## config.mk

```make
export PLATFORM = sky130hd
export DESIGN_NAME = itcm_arbiter
export DESIGN_NICKNAME = d
export VERILOG_FILES = /design/src/logic/tcm_pkg.sv /design/src/logic/itcm_arbiter.sv
export SDC_FILE = /design/constraint.sdc
export NUM_CORES = 1
export LEC_CHECK = 0
export ABC_AREA = 1
export BUFFER_PORTS_ARGS = -buffer_cell sky130_fd_sc_hd__buf_2
export CAP_MARGIN = 20
export CORE_AREA = 8 8 99 101
export DETAILED_ROUTE_END_ITERATION = 8
export DIE_AREA = 0 0 107 109
export GPL_ROUTABILITY_DRIVEN = 0
export GPL_TIMING_DRIVEN = 0
export PLACE_DENSITY = 0.66
export SLEW_MARGIN = 20
export SYNTH_ARGS = -nofsm -noshare
export SYNTH_HDL_FRONTEND = slang
export SYNTH_SLANG_ARGS = --single-unit
```

## constraint.sdc

```tcl
create_clock -name clk -period 1 [get_ports clk]
set_input_delay 0.25 -clock clk [delete_from_list [all_inputs] [get_ports clk]]
set_output_delay 0.25 -clock clk [all_outputs]
set_load 0.02 [all_outputs]
```

## src/logic/tcm_pkg.sv

```systemverilog
/*
 * TCM subsystem shared types
 * address, data, strobe and response codes plus the request, bank command
 * and response structs used between the ports, the arbiter and the banks
 */
`default_nettype none

package tcm_pkg;

    typedef logic [31:0] addr_t;   // byte address
    typedef logic [31:0] data_t;   // one memory word
    typedef logic [3:0]  strb_t;   // one enable per byte of data_t
    typedef logic [29:0] widx_t;   // word index, byte address without [1:0]

    // same encoding as the AXI resp field
    typedef enum logic [1:0] {
        RSP_OKAY   = 2'b00,
        RSP_DECERR = 2'b11
    } rsp_code_t;

    typedef struct packed {
        addr_t addr;
    } fetch_req_t;

    typedef struct packed {
        addr_t addr;
        logic  write;   // 1 = write, 0 = read
        data_t wdata;
        strb_t wstrb;
    } data_req_t;

    // what one bank sees, banks use only the low bits of widx
    typedef struct packed {
        widx_t widx;
        logic  write;
        data_t wdata;
        strb_t wstrb;
    } bank_cmd_t;

    typedef struct packed {
        data_t     rdata;
        rsp_code_t code;
    } rsp_t;

endpackage

`default_nettype wire
```

## src/logic/itcm_arbiter.sv

```systemverilog
/*
 * ITCM arbiter
 * decodes fetch requests, grants the ITCM bank to the data port first and
 * steers the returning read word to fetch or data with registered owner tags
 */
`timescale 1ns/100ps
`default_nettype none

module itcm_arbiter
    import tcm_pkg::*;
#(
    parameter addr_t ITCM_BASE = 32'h0000_0000,
    parameter int    ITCM_AW   = 10
) (
    input  wire logic       clk,
    input  wire logic       rst_n,
    // fetch port
    input  wire logic       fetch_valid,
    input  wire fetch_req_t fetch_req,
    output logic            fetch_ready,
    output logic            fetch_rsp_valid,
    output rsp_t            fetch_rsp,
    // data port side, from the router
    input  wire logic       itcm_req_valid,
    input  wire bank_cmd_t  itcm_req,
    output logic            itcm_rsp_valid,
    output rsp_t            itcm_rsp,
    // ITCM bank
    output logic            bank_valid,
    output bank_cmd_t       bank_cmd,
    input  wire data_t      bank_rdata
);

    logic      fetch_hit;
    logic      fetch_fire;
    bank_cmd_t fetch_cmd;

    // owner tags for the word coming back next cycle
    logic      fetch_pend_q;
    logic      fetch_err_q;   // unmapped fetch, bank not touched
    logic      data_pend_q;

    assign fetch_hit = fetch_req.addr[31:ITCM_AW+2] == ITCM_BASE[31:ITCM_AW+2];

    // data port always wins, fetch waits out the conflict cycle
    assign fetch_ready = !itcm_req_valid;
    assign fetch_fire  = fetch_valid && fetch_ready;

    always_comb begin
        fetch_cmd       = '0;
        fetch_cmd.widx  = fetch_req.addr[31:2];
        fetch_cmd.write = 1'b0;   // fetch only reads
    end

    assign bank_valid = itcm_req_valid || (fetch_fire && fetch_hit);
    assign bank_cmd   = itcm_req_valid ? itcm_req : fetch_cmd;

    always_ff @(posedge clk or negedge rst_n) begin
        if (!rst_n) begin
            fetch_pend_q <= 1'b0;
            fetch_err_q  <= 1'b0;
            data_pend_q  <= 1'b0;
        end else begin
            fetch_pend_q <= fetch_fire;
            fetch_err_q  <= fetch_fire && !fetch_hit;
            data_pend_q  <= itcm_req_valid;
        end
    end

    assign fetch_rsp_valid = fetch_pend_q;
    assign fetch_rsp.rdata = fetch_err_q ? '0 : bank_rdata;
    assign fetch_rsp.code  = fetch_err_q ? RSP_DECERR : RSP_OKAY;

    // write data zeroing is left to the router, it knows read from write
    assign itcm_rsp_valid = data_pend_q;
    assign itcm_rsp.rdata = bank_rdata;
    assign itcm_rsp.code  = RSP_OKAY;

endmodule

`default_nettype wire

```

After elaboration in Yosys (flattened, before gate mapping)
Cells that the tools add are included.
- register bits: 3
- logic and storage cells: 13
- multiplexer cells: 3
- reduce and logical (&&, ||, !) cells: 7
- operators with widths (cell ; count):
    $mux W67 ; 1
    $mux W32 ; 1
    $logic_not A20 Y1 ; 1
    $logic_and A1 B1 Y1 ; 3
    $logic_not A1 Y1 ; 2
    $mux W2 ; 1
    $logic_or A1 B1 Y1 ; 1

Longest topological paths before layout
- depth after elaboration: 4
- mapped depth: 6
- depth with buffers taken out: 6

Least setup slack after synthesis
Ideal clock, no wire load.
- path kind: input -> output
- start point: input itcm_req_valid
- end point: output bank_cmd[63] (netlist bit)
- data arrival time: 0.899 ns
- slack: -0.149 ns
- stages on the path: 2
- cells stage by stage: buf_2 -> o21ai_0
- RTL lines (item ; RTL line ; RTL):
    from (decl) ; itcm_arbiter.sv:24 ; input wire logic itcm_req_valid,
    to (decl) ; itcm_arbiter.sv:30 ; output bank_cmd_t bank_cmd,

==> impl_metrics.py <==
metrics = {
    "clock_tree": {
        "clkSinkCount": 3,
        "h-tree-depth": 1,
        "cts.reportedPaths.clkPinSlew_ns": 0.03,
        "clock_path_buffers": 2,
        "clockRootBuffer": "clkbuf_8",
        "cts_inserted_buffers": 3,
        "cts_tree": "built",
    },
    "global_routing": {
        "overflow": 0,
        "grt_use_total_pct": 17.2,
        "busiest_layer": "met2",
        "grt_pass1_vias": 2989,
        "antenna_found_initial": 0,
        "grt_max_degree": 11,
        "use_met3_pct": 8.57,
        "use_met2_pct": 33.6,
        "grt_pass1_wl_um": 15600,
        "use_met1_pct": 15.2,
    },
    "yosys": {
        "synth_cell_types": 11,
        "synth_edf_count": 0,
        "synth_top_area_share_pct": 32.9,
        "synthArstFlopShare_pct": 100,
        "synthTopCellsByArea": "nand2_1, buf_4, inv_1",
        "synth.ff_latch_count": 3,
        "yosys.area.top_type": "nand2_1",
        "synthesis.area_um2": 1390,
        "syn_area_per_cell_um2": 4.56,
        "ys_seq_area_share_pct": 5.40,
        "ys_warn_count": 0,
        "synthTopCellsByCount": "nand2_1, inv_1, buf_4, nor2_1",
        "synth_cells": 305,
        "ys.flop_type": "dfrtp_1",
        "yosysMostFrequentCell": "nand2_1",
    },
    "placed_design": {
        "dp_hpwl_um": 7860,
        "preCtsSetupSlack_ns": -0.322,
        "placedCellCount": 683,
        "port_buffers": 269,
        "placed_area_um2": 2890,
    },
    "run_status": {
        "failed_checks": "setup timing",
        "status": "finished, violations left",
    },
    "setup_path": {
        "cp_max_fo": 8,
        "path_class": "reg2out",
        "cp-start-kind": "flop",
        "arrival_ns": 1.15,
        "endpoint_kind": "output port",
        "worst_ep_required_time_ns": 0.75,
    },
    "power_and_ir_drop": {
        "p_switching_mw": 1.40,
        "power.total_mw": 3.05,
        "clkPwrFrac_pct": 11.5,
        "p_sw_share_pct": 45.9,
        "pwr-share-comb_pct": 84.1,
        "ir_worst_vdd_uv": 333,
        "internal_power_mw": 1.65,
        "p_leak_nw": 2.98,
        "power.share.sequential_pct": 4.5,
        "power_density_nw_per_um2": 634,
    },
    "cells_and_area": {
        "antenna_cells": 0,
        "drive_above_1_share_pct": 87.0,
        "syn_to_final_growth_pct": 246,
        "ff_latch_area_um2": 76.3,
        "final_nets": 738,
        "final_area_um2": 4810,
        "nFillCells": 742,
        "multi_input_area_um2": 1420,
        "final_util_pct": 57.4,
        "fin_cells": 710,
    },
    "sta": {
        "slew_violations": 0,
        "setup_viol": 103,
        "fin_crit_sh_pct": 140,
        "finalHoldViolCount": 0,
        "post-route-min-period_ns": 1.40,
        "setup_tns_ns": -22.96,
        "hold-worst-slack_ns": 0.302,
        "clock.fmax_mhz": 717,
        "rsz0062_at_grt": "yes",
        "fin_ws_ns": -0.395,
    },
    "route": {
        "routed_wl_um": 11800,
        "first_pass_iters": 4,
        "vias": 2912,
        "wl_per_cell_um": 16.6,
        "route.detailed.drc": 0,
        "antenna_left": 0,
        "drt-initial-drc-count": 46,
        "viasPerCell": 4.10,
    },
    "flow_run": {
        "cap_violations": 0,
    },
    "die": {
        "floorplan.initialDensity_pct": 16.6,
        "dieHeight_um": 109,
        "die_w_um": 107,
        "row_count": 34,
        "ios": 274,
        "core-area_um2": 8380,
        "dieArea_um2": 11700,
    },
    "min_path": {
        "min_path_type": "in2reg",
    },
}
[routing by layer]
metal  up-vias  part of all wire [%]  wire, um
met1      1300                    30      3580
met2       188                    54      6380
met3        26                    13      1490
li1       1398                     -         -
met5         -                     0         0
met4         0                   2.6       306
[what timing repair did]
action / CTS / global route
pin swaps: 34 / 43
hold endpoints to repair: 3 / 0
hold buffers: 1 / 0
gates resized for setup: 406 / 111
gates cloned: 12 / 1
setup endpoints to repair: 103 / 103
setup buffers: 6 / 5
[area by class of cell]
class,instances,share of cell area (%)
timing repair buffer,293,49.2
multi-input combinational,176,29.5
buffer,48,9.63
inverter,78,6.35
tap,108,2.81
sequential,3,1.59
clock buffer,4,0.937
[cell usage in the layout, fill, tap and decap left out]
master and n:
buf_12 7, buf_16 8, buf_2 160, buf_4 63, buf_6 93, buf_8 9, clkbuf_1 1, clkbuf_8 3
conb_1 2, dfrtp_1 2, dfrtp_2 1, dlygate4sd3_1 1, inv_1 36, inv_12 1, inv_2 41, nand2_1 19
nand2_2 44, nand2_4 59, nand3_1 1, nand3_2 1, nand4_1 1, nor2_1 15, nor2_2 15, nor2_4 13
o21ai_2 2, o21ai_4 4
[sequential cells by signal, indices dropped and copies added (netlist names)]
register	flops
fetch_rsp_valid	1
itcm_rsp_valid	1
fetch_err_q	1
[logic make-up after synthesis]
| kind of cell | synth area share (%) |
|---|---|
| simple gates | 45.7 |
| buf+inv | 46.4 |
| compound gates | 2.16 |
| flops | 5.40 |
| other cells | 0.270 |
[power by group through the flow]
stage	clock network, mW	registers [mW]	logic, mW
after floorplan	0	0.139	0.868
after global placement	0	0.136	1.55
after detailed placement	0	0.136	1.55
after CTS	0.358	0.136	2.33
after global routing	0.369	0.137	2.70
final	0.349	0.137	2.56
[critical path: stages, from the launching register on]
cell and delay [ns]:
dfrtp_2 0.47, buf_6 0.17, nor2_2 0.12, buf_4 0.15
[final timing paths]
path | cells past startpoint | startpoint | endpoint
worst min-delay path | 3 | fetch_valid | fetch_rsp_valid
max in group asynchronous | 2 | rst_n | fetch_err_q
worst max-delay path | 3 | fetch_err_q | fetch_rsp[19]
min in group asynchronous | 2 | rst_n | fetch_err_q
Note: power is estimated with default switching activity, not from simulation.
