## src/logic/tcm_pkg.sv

```systemverilog
/*
 * TCM subsystem shared types
 * address, data, strobe and response codes plus the request, bank command
 * and response structs used between the ports, the arbiter and the banks
 */
`default_nettype none

package tcm_pkg;

    typedef logic [31:0] addr_t;   // byte address
    typedef logic [31:0] data_t;   // one memory word
    typedef logic [3:0]  strb_t;   // one enable per byte of data_t
    typedef logic [29:0] widx_t;   // word index, byte address without [1:0]

    // same encoding as the AXI resp field
    typedef enum logic [1:0] {
        RSP_OKAY   = 2'b00,
        RSP_DECERR = 2'b11
    } rsp_code_t;

    typedef struct packed {
        addr_t addr;
    } fetch_req_t;

    typedef struct packed {
        addr_t addr;
        logic  write;   // 1 = write, 0 = read
        data_t wdata;
        strb_t wstrb;
    } data_req_t;

    // what one bank sees, banks use only the low bits of widx
    typedef struct packed {
        widx_t widx;
        logic  write;
        data_t wdata;
        strb_t wstrb;
    } bank_cmd_t;

    typedef struct packed {
        data_t     rdata;
        rsp_code_t code;
    } rsp_t;

endpackage

`default_nettype wire
```

## src/logic/data_port_router.sv

```systemverilog
/*
 * Data port router
 * decodes each data request to ITCM, DTCM or unmapped, issues the bank
 * command and picks the response from a registered target tag
 */
`timescale 1ns/100ps
`default_nettype none

module data_port_router
    import tcm_pkg::*;
#(
    parameter addr_t ITCM_BASE = 32'h0000_0000,
    parameter int    ITCM_AW   = 10,
    parameter addr_t DTCM_BASE = 32'h0001_0000,
    parameter int    DTCM_AW   = 10
) (
    input  wire logic      clk,
    input  wire logic      rst_n,
    // data port
    input  wire logic      data_req_valid,
    input  wire data_req_t data_req,
    output logic           data_rsp_valid,
    output rsp_t           data_rsp,
    // toward the ITCM arbiter
    output logic           itcm_req_valid,
    output bank_cmd_t      itcm_req,
    input  wire logic      itcm_rsp_valid,
    input  wire rsp_t      itcm_rsp,
    // DTCM bank
    output logic           dtcm_valid,
    output bank_cmd_t      dtcm_cmd,
    input  wire data_t     dtcm_rdata
);

    typedef enum logic [1:0] {
        TGT_NONE,
        TGT_ITCM,
        TGT_DTCM,
        TGT_ERR
    } target_t;

    logic      itcm_hit;
    logic      dtcm_hit;
    bank_cmd_t cmd;
    target_t   tgt_d;
    target_t   tgt_q;
    logic      rd_q;   // outstanding request was a read

    assign itcm_hit = data_req.addr[31:ITCM_AW+2] == ITCM_BASE[31:ITCM_AW+2];
    assign dtcm_hit = data_req.addr[31:DTCM_AW+2] == DTCM_BASE[31:DTCM_AW+2];

    always_comb begin
        cmd.widx  = data_req.addr[31:2];   // byte address to word index
        cmd.write = data_req.write;
        cmd.wdata = data_req.wdata;
        cmd.wstrb = data_req.wstrb;
    end

    assign itcm_req_valid = data_req_valid && itcm_hit;
    assign itcm_req       = cmd;
    assign dtcm_valid     = data_req_valid && !itcm_hit && dtcm_hit;
    assign dtcm_cmd       = cmd;

    always_comb begin
        if (!data_req_valid)  tgt_d = TGT_NONE;
        else if (itcm_hit)    tgt_d = TGT_ITCM;
        else if (dtcm_hit)    tgt_d = TGT_DTCM;
        else                  tgt_d = TGT_ERR;
    end

    always_ff @(posedge clk or negedge rst_n) begin
        if (!rst_n) begin
            tgt_q <= TGT_NONE;
            rd_q  <= 1'b0;
        end else begin
            tgt_q <= tgt_d;
            rd_q  <= data_req_valid && !data_req.write;
        end
    end

    always_comb begin
        data_rsp_valid = 1'b0;
        data_rsp       = '0;
        case (tgt_q)
            TGT_ITCM: begin
                data_rsp_valid = itcm_rsp_valid;   // arbiter answers one cycle on
                data_rsp.rdata = rd_q ? itcm_rsp.rdata : '0;
                data_rsp.code  = itcm_rsp.code;
            end
            TGT_DTCM: begin
                data_rsp_valid = 1'b1;
                data_rsp.rdata = rd_q ? dtcm_rdata : '0;
                data_rsp.code  = RSP_OKAY;
            end
            TGT_ERR: begin
                data_rsp_valid = 1'b1;
                data_rsp.code  = RSP_DECERR;   // no bank was touched
            end
            default: begin
                data_rsp_valid = 1'b0;
            end
        endcase
    end

endmodule

`default_nettype wire

```

## config.mk

```make
export PLATFORM = sky130hd
export DESIGN_NAME = data_port_router
export DESIGN_NICKNAME = d
export VERILOG_FILES = /design/src/logic/tcm_pkg.sv /design/src/logic/data_port_router.sv
export SDC_FILE = /design/constraint.sdc
export NUM_CORES = 1
export LEC_CHECK = 0
export BUFFER_PORTS_ARGS = -buffer_cell sky130_fd_sc_hd__buf_2
export CORE_AREA = 2 2 119 121
export CTS_CLUSTER_DIAMETER = 80
export DETAILED_ROUTE_END_ITERATION = 8
export DIE_AREA = 0 0 121 123
export GPL_TIMING_DRIVEN = 0
export PLACE_DENSITY = 0.53
export SLEW_MARGIN = 20
export SYNTH_ARGS = -nofsm -noshare
export SYNTH_HDL_FRONTEND = slang
export SYNTH_SLANG_ARGS = --single-unit
```

## constraint.sdc

```tcl
create_clock -name clk -period 1.3 [get_ports clk]
set_input_delay 0.26 -clock clk [delete_from_list [all_inputs] [get_ports clk]]
set_output_delay 0.26 -clock clk [all_outputs]
set_load 0.01 [all_outputs]
```

# Word level (Yosys, flattened, before mapping)
# Index checks and enable logic that the tools add are counted.
# op_classes
n_reduce_logical,8
n_mux,8
eq_ne,4
# ops
cell,n
32-bit two-way mux,2
32-bit case mux with 2 select lines,1
20-bit by 5-bit equality test with 1-bit output (second input constant),1
20-bit logical NOT,1
2-bit equality test (second input constant),2
1-bit logical AND,4
2-bit two-way mux,2
2-bit case mux with 2 select lines,1
2-bit by 1-bit equality test with 1-bit output (second input constant),1
1-bit logical NOT,2
1-bit case mux with 2 select lines,1
2-bit OR reduction,1
1-bit two-way mux,1
# totals
output_inout_bits,171
regBits,3
input_bits,139

# Longest topological paths before layout
# Gate-level depths: netlist (run 1).
# logic_depth
ltp_word,4
mapped_depth,6
mapped_depth_nobuf,4

# Worst setup path before layout (run 1)
# No wires, ideal clock.
# synth_path
path_type,register -> output
from,register tgt_q[0]
to,output data_rsp[12] (netlist name)
n_path_buf,2
t_arrival_ps,1212
setup_slack_ps,-172
path_stages_with_launch,7
path_cell_list,dfrtp_1 > inv_1 > ha_1 > clkbuf_1 > buf_2 > a22oi_1 > nor2_1
# synth_rtl
item,line_no,source
start: declaration,data_port_router.sv:46,target_t tgt_q;
start signal: assignment,data_port_router.sv:76,tgt_q <= tgt_d;
end: declaration,data_port_router.sv:23,"output rsp_t data_rsp,"

==> flow_metrics.py, run 1 <==
metrics = {
    "outcome": {
        "outcome": "finished with violations",
        "violations": "negative setup slack",
    },
    "grt": {
        "grt_pass1_vias": 2230,
        "overflow": 0,
        "grt_use_total_pct": 9.07,
        "grt_pass1_wl_microns": 10600,
        "antenna_found_initial": 0,
        "grt_max_degree": 11,
    },
    "cells_and_area": {
        "syn2layout_area_growth_pct": 134,
        "drive_above_1_share_pct": 91.8,
        "diodes": 0,
        "final_util_pct": 28.5,
        "nets": 656,
        "fin_area_sq_mm": 0.00388,
    },
    "cts": {
        "htree_levels": 1,
        "clkTransAtPathRegs_ns": 0.03,
        "cts_num_sinks": 3,
        "cts_inserted_buffers": 3,
        "clk_path_buf_depth": 2,
        "clk_root_buffer_cell": "clkbuf_16",
        "tritoncts": "built",
    },
    "critical_path": {
        "cp.required_ns": 1.04,
        "cp-start-kind": "flop",
        "crit_arrival_ns": 1.50,
        "crit_fanout": 5,
        "crit_path_end_kind": "primary output",
        "setup.worst_path.class": "reg2out",
    },
    "synthesis": {
        "syn-mean-instance-area_sq_um": 7.03,
        "synth_area_sq_mm": 0.00166,
        "synthTopCellsByCount": "134 x buf_4, 34 x nor2_1, 32 x a22oi_1",
        "ys_ff_latch": 3,
        "synth_ff_type": "dfrtp_1",
        "yosysTopAreaCell": "buf_4",
        "synth-async-reset-ratio_pct": 100,
        "synth_fp_nets": 379,
        "ys_seq_area_share_pct": 4.52,
        "synth_top_area_share_pct": 60.6,
        "syn_inst": 236,
        "synth_area_leaders": "buf_4 61%, a22oi_1 14%, nor2_1 7.7%, dfrtp_1 4.5%, ha_1 3.0%",
        "yosys_warnings": 0,
        "synth-edff-count": 0,
        "yosysUniqueCellTypes": 15,
        "yosysMostFrequentCell": "buf_4",
    },
    "worst_hold_path": {
        "hold_path_class": "in2reg",
    },
    "drt": {
        "firstDrtPassIters": 2,
        "vias": 2449,
        "wl_microns": 8080,
        "first_iter_violations": 20,
        "post_drt_wl_per_cell_microns": 11.7,
        "via_per_inst": 3.54,
        "antenna_left": 0,
        "drc": 0,
    },
    "timing": {
        "fin_ws_ns": -0.464,
        "whs_ns": 0.221,
        "finalHoldViolations": 0,
        "fin_crit_ns": 1.76,
        "fmax_ghz": 0.567,
        "setup_viol": 37,
        "relSlewSlack_pct": 79.2,
        "post-route-period-util_pct": 136,
        "tightest_slew_ns": 0.311,
        "rsz0062_at_grt": "yes",
        "maxSlewViolCount": 0,
    },
    "power_and_ir_drop": {
        "power_mw": 1.77,
        "p_leak_nw": 2.17,
        "p_clk_share_pct": 27.5,
        "switching_power_mw": 0.580,
        "p_sw_share_pct": 32.8,
        "power_frac_seq_pct": 6.0,
        "ir_drop_mv": 0.273,
        "internal-power_mw": 1.19,
        "p_per_area_mw_per_mm2": 457,
        "combPwrFrac_pct": 66.6,
    },
    "floorplan": {
        "die_x_microns": 121,
        "num_rows": 43,
        "core_area_sq_mm": 0.0136,
        "die_area_sq_mm": 0.0149,
        "die_h_microns": 123,
        "start_util_pct": 12.2,
        "io_pins": 310,
    },
    "place": {
        "portBuffers": 261,
        "pre_cts_slack_ns": -0.432,
        "placed_area_sq_mm": 0.00323,
        "hpwl_microns": 6870,
        "gp_congestion": 0.732,
    },
    "job": {
        "max_cap_viol_count": 0,
    },
}
## power by group through the flow
stage | combinational (mW) | sequential [mW] | clock (mW)
after detailed placement | 1.00 | 0.103 | 0
after floorplan | 0.575 | 0.102 | 0
after global placement | 1.00 | 0.103 | 0
final | 1.18 | 0.106 | 0.486
after global routing | 1.26 | 0.107 | 0.505
after CTS | 1.11 | 0.103 | 0.497
## final timing paths
path | depth (start not counted) | to | startpoint | slack (ns)
min | 2 | rd_q | data_req[36] | 0.22
min in group asynchronous | 2 | tgt_q[1] | rst_n | 0.37
max in group asynchronous | 2 | tgt_q[0] | rst_n | 0.82
max | 6 | data_rsp[23] | tgt_q[0] | -0.46
## worst max-delay path, stage by stage, from the launching register on
cell and delay [ns]:
dfrtp_2 0.43, ha_4 0.19, buf_12 0.14, clkbuf_16 0.15
a22oi_2 0.18, nor2_4 0.06, buf_6 0.12
## through the flow
step	instances	setup TNS (ns)
4_1_cts	688	-14.59
2_1_floorplan	236	-2.67
3_5_place_dp	677	-12.38
6_report	692	-14.72
3_3_place_gp	677	-12.21
5_1_grt	692	-16.68
## per-layer routing
metal | global-route usage (%) | routed length, microns | vias to the layer above
met5 | 0 | 0 | -
met4 | 1.74 | 0 | 0
met3 | 1.89 | 928 | 0
met2 | 18.9 | 4510 | 176
met1 | 9.16 | 2640 | 1069
li1 | - | - | 1204
## placed cells by master, fill, tap and decap left out, types with 2 or more instances in the layout
| cell | count |
|---|---|
| buf_2 | 254 |
| buf_4 | 140 |
| a22oi_2 | 27 |
| nor2_1 | 21 |
| nor2_2 | 11 |
| buf_8 | 8 |
| buf_6 | 8 |
| clkbuf_16 | 7 |
| a22oi_1 | 5 |
| nor4_4 | 3 |
| and4_1 | 3 |
| ha_4 | 3 |
| buf_12 | 2 |
| a21o_1 | 2 |
| nor2_4 | 2 |
| inv_1 | 2 |
| a31oi_1 | 2 |
| dfrtp_1 | 2 |
## kinds of logic after synthesis
group	Yosys count	synth area share [%]
adders and majority gates	4	3.02
buffers and inverters	149	64.6
AOI/OAI and AO/OA	37	16.6
DFF	3	4.52
and+or+nand+nor	43	11.3
## state kept, by name (all words and copies together), names as in the netlist
name	cells
tgt_q	2
rd_q	1
## cell type report
cell class | count | area [sq um]
plain buffers | 144 | 1160
flip-flops and latches | 3 | 76.3
fillers | 1491 | 9740
well taps | 180 | 225
repair buffers | 273 | 1520
clock buffers | 4 | 78.8
multi-input cells | 84 | 796
inverters | 4 | 17.5
## timing repair
action                     in CTS  in global routing
pin swaps                      12                 20
gates cloned                    1                  4
setup buffers                   6                  0
hold endpoints to repair        3                  0
gates resized for setup        58                 37
hold buffers                    1                  0
setup endpoints to repair      37                 37
Power figures use the tool's default switching activity.
==> run 2: changes to the inputs <==
--- a/config.mk
+++ b/config.mk
@@ -5,11 +5,12 @@
 export SDC_FILE = /design/constraint.sdc
 export NUM_CORES = 1
 export LEC_CHECK = 0
+export ABC_AREA = 1
 export BUFFER_PORTS_ARGS = -buffer_cell sky130_fd_sc_hd__buf_2
-export CORE_AREA = 2 2 119 121
+export CORE_AREA = 2 2 121 123
 export CTS_CLUSTER_DIAMETER = 80
 export DETAILED_ROUTE_END_ITERATION = 8
-export DIE_AREA = 0 0 121 123
+export DIE_AREA = 0 0 123 125
 export GPL_TIMING_DRIVEN = 0
 export PLACE_DENSITY = 0.53
 export SLEW_MARGIN = 20
==> flow_metrics.py, run 2 <==
metrics = {
    "outcome": {
        "outcome": "finished with violations",
        "violations": "negative setup slack",
    },
    "synthesis": {
        "yosys_warnings": 0,
        "synth_fp_nets": 432,
        "synth_area_sq_mm": 0.00188,
        "synth-edff-count": 0,
        "yosysTopAreaCell": "buf_4",
        "syn-mean-instance-area_sq_um": 6.50,
        "synth_ff_type": "dfrtp_1",
        "yosysMostFrequentCell": "buf_4",
        "ys_seq_area_share_pct": 4.00,
        "yosysUniqueCellTypes": 15,
        "synth_top_area_share_pct": 55.2,
        "syn_inst": 289,
        "synth_area_leaders": "buf_4 55%, nand2_1 15%, a21oi_2 9.8%, dfrtp_1 4.0%, a21oi_1 3.2%",
        "synthTopCellsByCount": "138 x buf_4, 76 x nand2_1, 21 x a21oi_2",
        "ys_ff_latch": 3,
        "synth-async-reset-ratio_pct": 100,
    },
    "critical_path": {
        "crit_arrival_ns": 1.48,
        "crit_fanout": 10,
        "cp-start-kind": "flop",
        "setup.worst_path.class": "reg2out",
        "crit_path_end_kind": "primary output",
        "cp.required_ns": 1.04,
    },
    "cts": {
        "clk_path_buf_depth": 2,
        "htree_levels": 1,
        "tritoncts": "built",
        "clkTransAtPathRegs_ns": 0.03,
        "cts_num_sinks": 3,
        "clk_root_buffer_cell": "clkbuf_16",
        "cts_inserted_buffers": 3,
    },
    "cells_and_area": {
        "final_cells": 759,
        "final_cell_mix": "241 x buf_2, 146 x buf_4, 59 x nand2_1, 31 x a21oi_2, 29 x buf_6",
        "nets": 719,
        "largest_register_ffs": 2,
        "multi_input_area_sq_um": 935,
        "fin_area_sq_mm": 0.00416,
        "diodes": 0,
        "regArea_sq_um": 75.1,
        "syn2layout_area_growth_pct": 122,
        "drive_above_1_share_pct": 87.3,
        "nFillCells": 1547,
        "top_regs": "tgt_q: 2 flops, rd_q: 1 flops",
        "final_common_cell": "buf_2",
        "final_util_pct": 29.3,
        "top_register": "tgt_q",
    },
    "floorplan": {
        "die_x_microns": 123,
        "die_area_sq_mm": 0.0154,
        "num_rows": 44,
        "start_util_pct": 13.2,
        "io_pins": 310,
        "die_h_microns": 125,
        "core_area_sq_mm": 0.0142,
    },
    "place": {
        "placed_area_sq_mm": 0.00347,
        "hpwl_microns": 6070,
        "pre_cts_slack_ns": -0.360,
        "gp_congestion": 0.685,
        "portBuffers": 261,
        "place_inst": 734,
    },
    "timing": {
        "whs_ns": 0.222,
        "maxSlewViolCount": 0,
        "rsz0062_at_grt": "yes",
        "finalHoldViolations": 0,
        "tightest_slew_ns": 0.187,
        "fmax_ghz": 0.574,
        "fin_ws_ns": -0.442,
        "post-route-period-util_pct": 134,
        "fin_crit_ns": 1.74,
        "final.setup.tns_ns": -14.08,
        "setup_viol": 35,
        "relSlewSlack_pct": 87.5,
    },
    "drt": {
        "wl_microns": 7600,
        "post_drt_wl_per_cell_microns": 10.0,
        "first_iter_violations": 22,
        "drc": 0,
        "via_per_inst": 3.42,
        "vias": 2593,
        "firstDrtPassIters": 4,
        "antenna_left": 0,
    },
    "worst_hold_path": {
        "hold_path_class": "in2reg",
    },
    "grt": {
        "antenna_found_initial": 0,
        "overflow": 0,
        "grt_pass1_vias": 2287,
        "grt_use_total_pct": 8.10,
        "grt_pass1_wl_microns": 10100,
        "grt_max_degree": 11,
    },
    "job": {
        "max_cap_viol_count": 0,
    },
    "power_and_ir_drop": {
        "p_leak_nw": 2.31,
        "power_mw": 1.79,
        "ir_drop_mv": 0.273,
        "p_per_area_mw_per_mm2": 430,
    },
}
-- run 2: cell types whose count changed in the layout (fill, tap and decap cells not counted), moves of 4 or more --
cell       delta
nor2_2        -7
a22oi_1       -5
buf_6        +21
buf_2        -13
a22oi_2      -27
a21oi_2      +31
clkbuf_16     -4
nor2_1       -18
nor2_4        +8
nand2_1      +59
buf_4         +6
nand2_2      +15
-- run 2: cell type report --
cell class | instances | area share [%]
plain buffers | 145 | 27.8
clock buffers | 4 | 1.89
inverters | 7 | 0.631
multi-input cells | 134 | 22.4
flip-flops and latches | 3 | 1.80
well taps | 184 | 5.53
repair buffers | 282 | 39.9
-- run 2: worst max-delay path: stages (launching register included) --
cell     delay [ns]
dfrtp_1        0.39
inv_2          0.11
ha_4           0.14
buf_8          0.13
buf_8          0.14
nand2_1        0.07
a21oi_2        0.14
buf_4          0.14
-- run 2: cells by family after synthesis --
family | Yosys count | share of synthesized area [%]
and+or+nand+nor | 97 | 20.2
DFF | 3 | 4.00
AOI/OAI and AO/OA | 33 | 13.0
adders and majority gates | 4 | 2.66
buffers and inverters | 152 | 60.2
-- run 2: where the power goes --
part	switching (mW)	total [mW]	internal, mW	leakage [nW]
combinational	0.501	1.21	0.709	2.23
sequential	0.00533	0.104	0.0989	0.0362
clock	0.0741	0.478	0.404	0.0382
-- run 2: what timing repair did --
item / in CTS / in global routing
gates cloned: 6 / 1
endpoints found under the hold margin: 3 / 0
setup endpoints to repair: 37 / 38
pin swaps: 15 / 18
hold buffers: 1 / 0
resized for setup: 61 / 45
setup buffers: 13 / 0
-- run 2: per-layer routing --
layer | vias to the layer above | part of all wire, % | GRT usage, %
li1 | 1330 | - | -
met1 | 1094 | 33 | 7.61
met2 | 169 | 56 | 17.9
met3 | 0 | 11 | 1.14
met4 | 0 | 0 | 0.936
met5 | - | 0 | 0
-- run 2: worst paths after layout --
| path | end | slack (ns) | cells after the start | startpoint |
|---|---|---|---|---|
| worst max-delay path | data_rsp[28] | -0.44 | 7 | tgt_q[0] |
| worst min-delay path | rd_q | 0.22 | 2 | data_req[36] |
| max in group asynchronous | tgt_q[1] | 0.82 | 2 | rst_n |
| min in group asynchronous | tgt_q[0] | 0.37 | 2 | rst_n |
==> run 3: changes to the inputs <==
--- a/config.mk
+++ b/config.mk
@@ -13,6 +13,7 @@
 export DIE_AREA = 0 0 123 125
 export GPL_TIMING_DRIVEN = 0
 export PLACE_DENSITY = 0.53
+export SETUP_SLACK_MARGIN = 0.05
 export SLEW_MARGIN = 20
 export SYNTH_ARGS = -nofsm -noshare
 export SYNTH_HDL_FRONTEND = slang
==> flow_metrics.py, run 3 (same netlist as run 2, synthesis figures left out) <==
metrics = {
    "drt": {
        "vias": 2621,
        "wl_met2_microns": 4100,
        "firstDrtPassIters": 4,
        "post_drt_wl_per_cell_microns": 9.85,
        "drc": 0,
        "wl_microns": 7460,
        "wl_met1_microns": 2510,
        "first_iter_violations": 30,
        "wl_met3_microns": 806,
        "via_per_inst": 3.46,
        "antenna_left": 0,
        "topRoutingLayerUsed": "met4",
    },
    "timing": {
        "finalHoldViolations": 0,
        "fmax_ghz": 0.570,
        "rsz0062_at_grt": "yes",
        "final.setup.tns_ns": -14.85,
        "relSlewSlack_pct": 87.1,
        "fin_crit_ns": 1.75,
        "whs_ns": 0.226,
        "post-route-period-util_pct": 135,
        "maxSlewViolCount": 0,
        "fin_ws_ns": -0.454,
        "setup_viol": 36,
        "tightest_slew_ns": 0.194,
    },
    "power_and_ir_drop": {
        "p_leak_nw": 2.28,
        "internal-power_mw": 1.19,
        "power_mw": 1.76,
        "switching_power_mw": 0.567,
        "power_frac_seq_pct": 5.9,
        "combPwrFrac_pct": 66.7,
        "p_sw_share_pct": 32.2,
        "ir_drop_mv": 0.264,
        "p_per_area_mw_per_mm2": 436,
        "p_clk_share_pct": 27.3,
    },
    "cells_and_area": {
        "final_cells": 757,
        "final_util_pct": 28.4,
        "drive_above_1_share_pct": 84.6,
        "final_common_cell": "buf_2",
        "top_regs": "tgt_q: 2 flops, rd_q: 1 flops",
        "nFillCells": 1537,
        "regArea_sq_um": 75.1,
        "nets": 717,
        "fin_area_sq_mm": 0.00404,
        "multi_input_area_sq_um": 855,
        "final_cell_mix": "248 x buf_2, 147 x buf_4, 70 x nand2_1, 32 x a21oi_2, 18 x buf_6",
        "diodes": 0,
        "top_register": "tgt_q",
        "largest_register_ffs": 2,
        "syn2layout_area_growth_pct": 115,
    },
    "place": {
        "place_inst": 734,
        "hpwl_microns": 6150,
        "placed_area_sq_mm": 0.00347,
        "portBuffers": 261,
        "gp_congestion": 0.712,
        "pre_cts_slack_ns": -0.370,
    },
    "floorplan": {
        "die_area_sq_mm": 0.0154,
        "die_x_microns": 123,
        "start_util_pct": 13.2,
        "die_h_microns": 125,
        "io_pins": 310,
        "num_rows": 44,
        "core_area_sq_mm": 0.0142,
    },
    "critical_path": {
        "cp-start-kind": "flop",
        "crit_path_end_kind": "primary output",
        "cp.required_ns": 1.04,
        "setup.worst_path.class": "reg2out",
        "crit_fanout": 7,
        "startpoint": "tgt_q[1]",
        "crit_arrival_ns": 1.49,
    },
    "outcome": {
        "violations": "negative setup slack",
        "outcome": "finished with violations",
    },
    "cts": {
        "htree_levels": 1,
        "cts_inserted_buffers": 3,
        "clkTransAtPathRegs_ns": 0.03,
        "tritoncts": "built",
        "cts_num_sinks": 3,
        "clk_root_buffer_cell": "clkbuf_16",
        "clk_path_buf_depth": 2,
    },
    "grt": {
        "overflow": 0,
        "grt_max_degree": 11,
        "grt_pass1_vias": 2319,
        "grt_pass1_wl_microns": 10200,
        "grt_use_total_pct": 8.10,
        "antenna_found_initial": 0,
    },
    "job": {
        "max_cap_viol_count": 0,
    },
    "worst_hold_path": {
        "min_from": "data_req[36]",
        "hold_path_class": "in2reg",
    },
}
-- run 3: cell types whose count changed in the layout (fill, tap and decap cells not counted), moves of 2 or more --
cell / previous run / this run
buf_2: 241 / 248
nand2_1: 59 / 70
nor2_1: 3 / 6
nor2_2: 4 / 6
buf_12: 1 / 3
buf_6: 29 / 18
nor2_4: 10 / 5
nand2_2: 15 / 5
buf_8: 7 / 5
-- run 3: final timing paths --
kind                       slack [ns]            to  depth (start not counted)
worst min-delay path             0.23          rd_q                          2
max in group asynchronous        0.82      tgt_q[0]                          2
min in group asynchronous        0.37          rd_q                          2
worst max-delay path            -0.45  data_rsp[28]                          7
-- run 3: cell type report --
cell class	instances	area share (%)
Timing Repair Buffer	280	39.7
Buffer	145	29.0
Multi-Input combinational cell	134	21.2
Tap cell	184	5.70
Clock buffer	4	1.95
Sequential cell	3	1.86
Inverter	7	0.651
-- run 3: power groups by stage --
stage	clock (mW)	sequential (mW)	combinational (mW)
after floorplan	0	0.103	0.606
after global placement	0	0.104	1.02
after detailed placement	0	0.105	1.02
after CTS	0.494	0.105	1.15
after global routing	0.506	0.105	1.26
final	0.481	0.105	1.17
-- run 3: what timing repair did --
item                                   4_1_cts  5_1_grt
pin swaps                                   17       11
endpoints found under the hold margin        3        0
setup endpoints to repair                   37       38
hold buffers                                 1        0
cloned                                       5        1
gates resized for setup                     56       19
buffers inserted                            11        2
-- run 3: worst max-delay path, stage by stage (launching register included) --
cell and delay (ns):
dfrtp_1 0.39, buf_4 0.16, ha_4 0.16, buf_12 0.14, clkbuf_16 0.16, nand2_1 0.07
a21oi_2 0.05, buf_4 0.14
-- run 3: per-layer routing --
layer  vias to the layer above  track usage, %
li1                       1322               -
met1                      1116            7.91
met2                       179            17.5
met3                         4           0.867
met4                         0            1.40
met5                         -               0
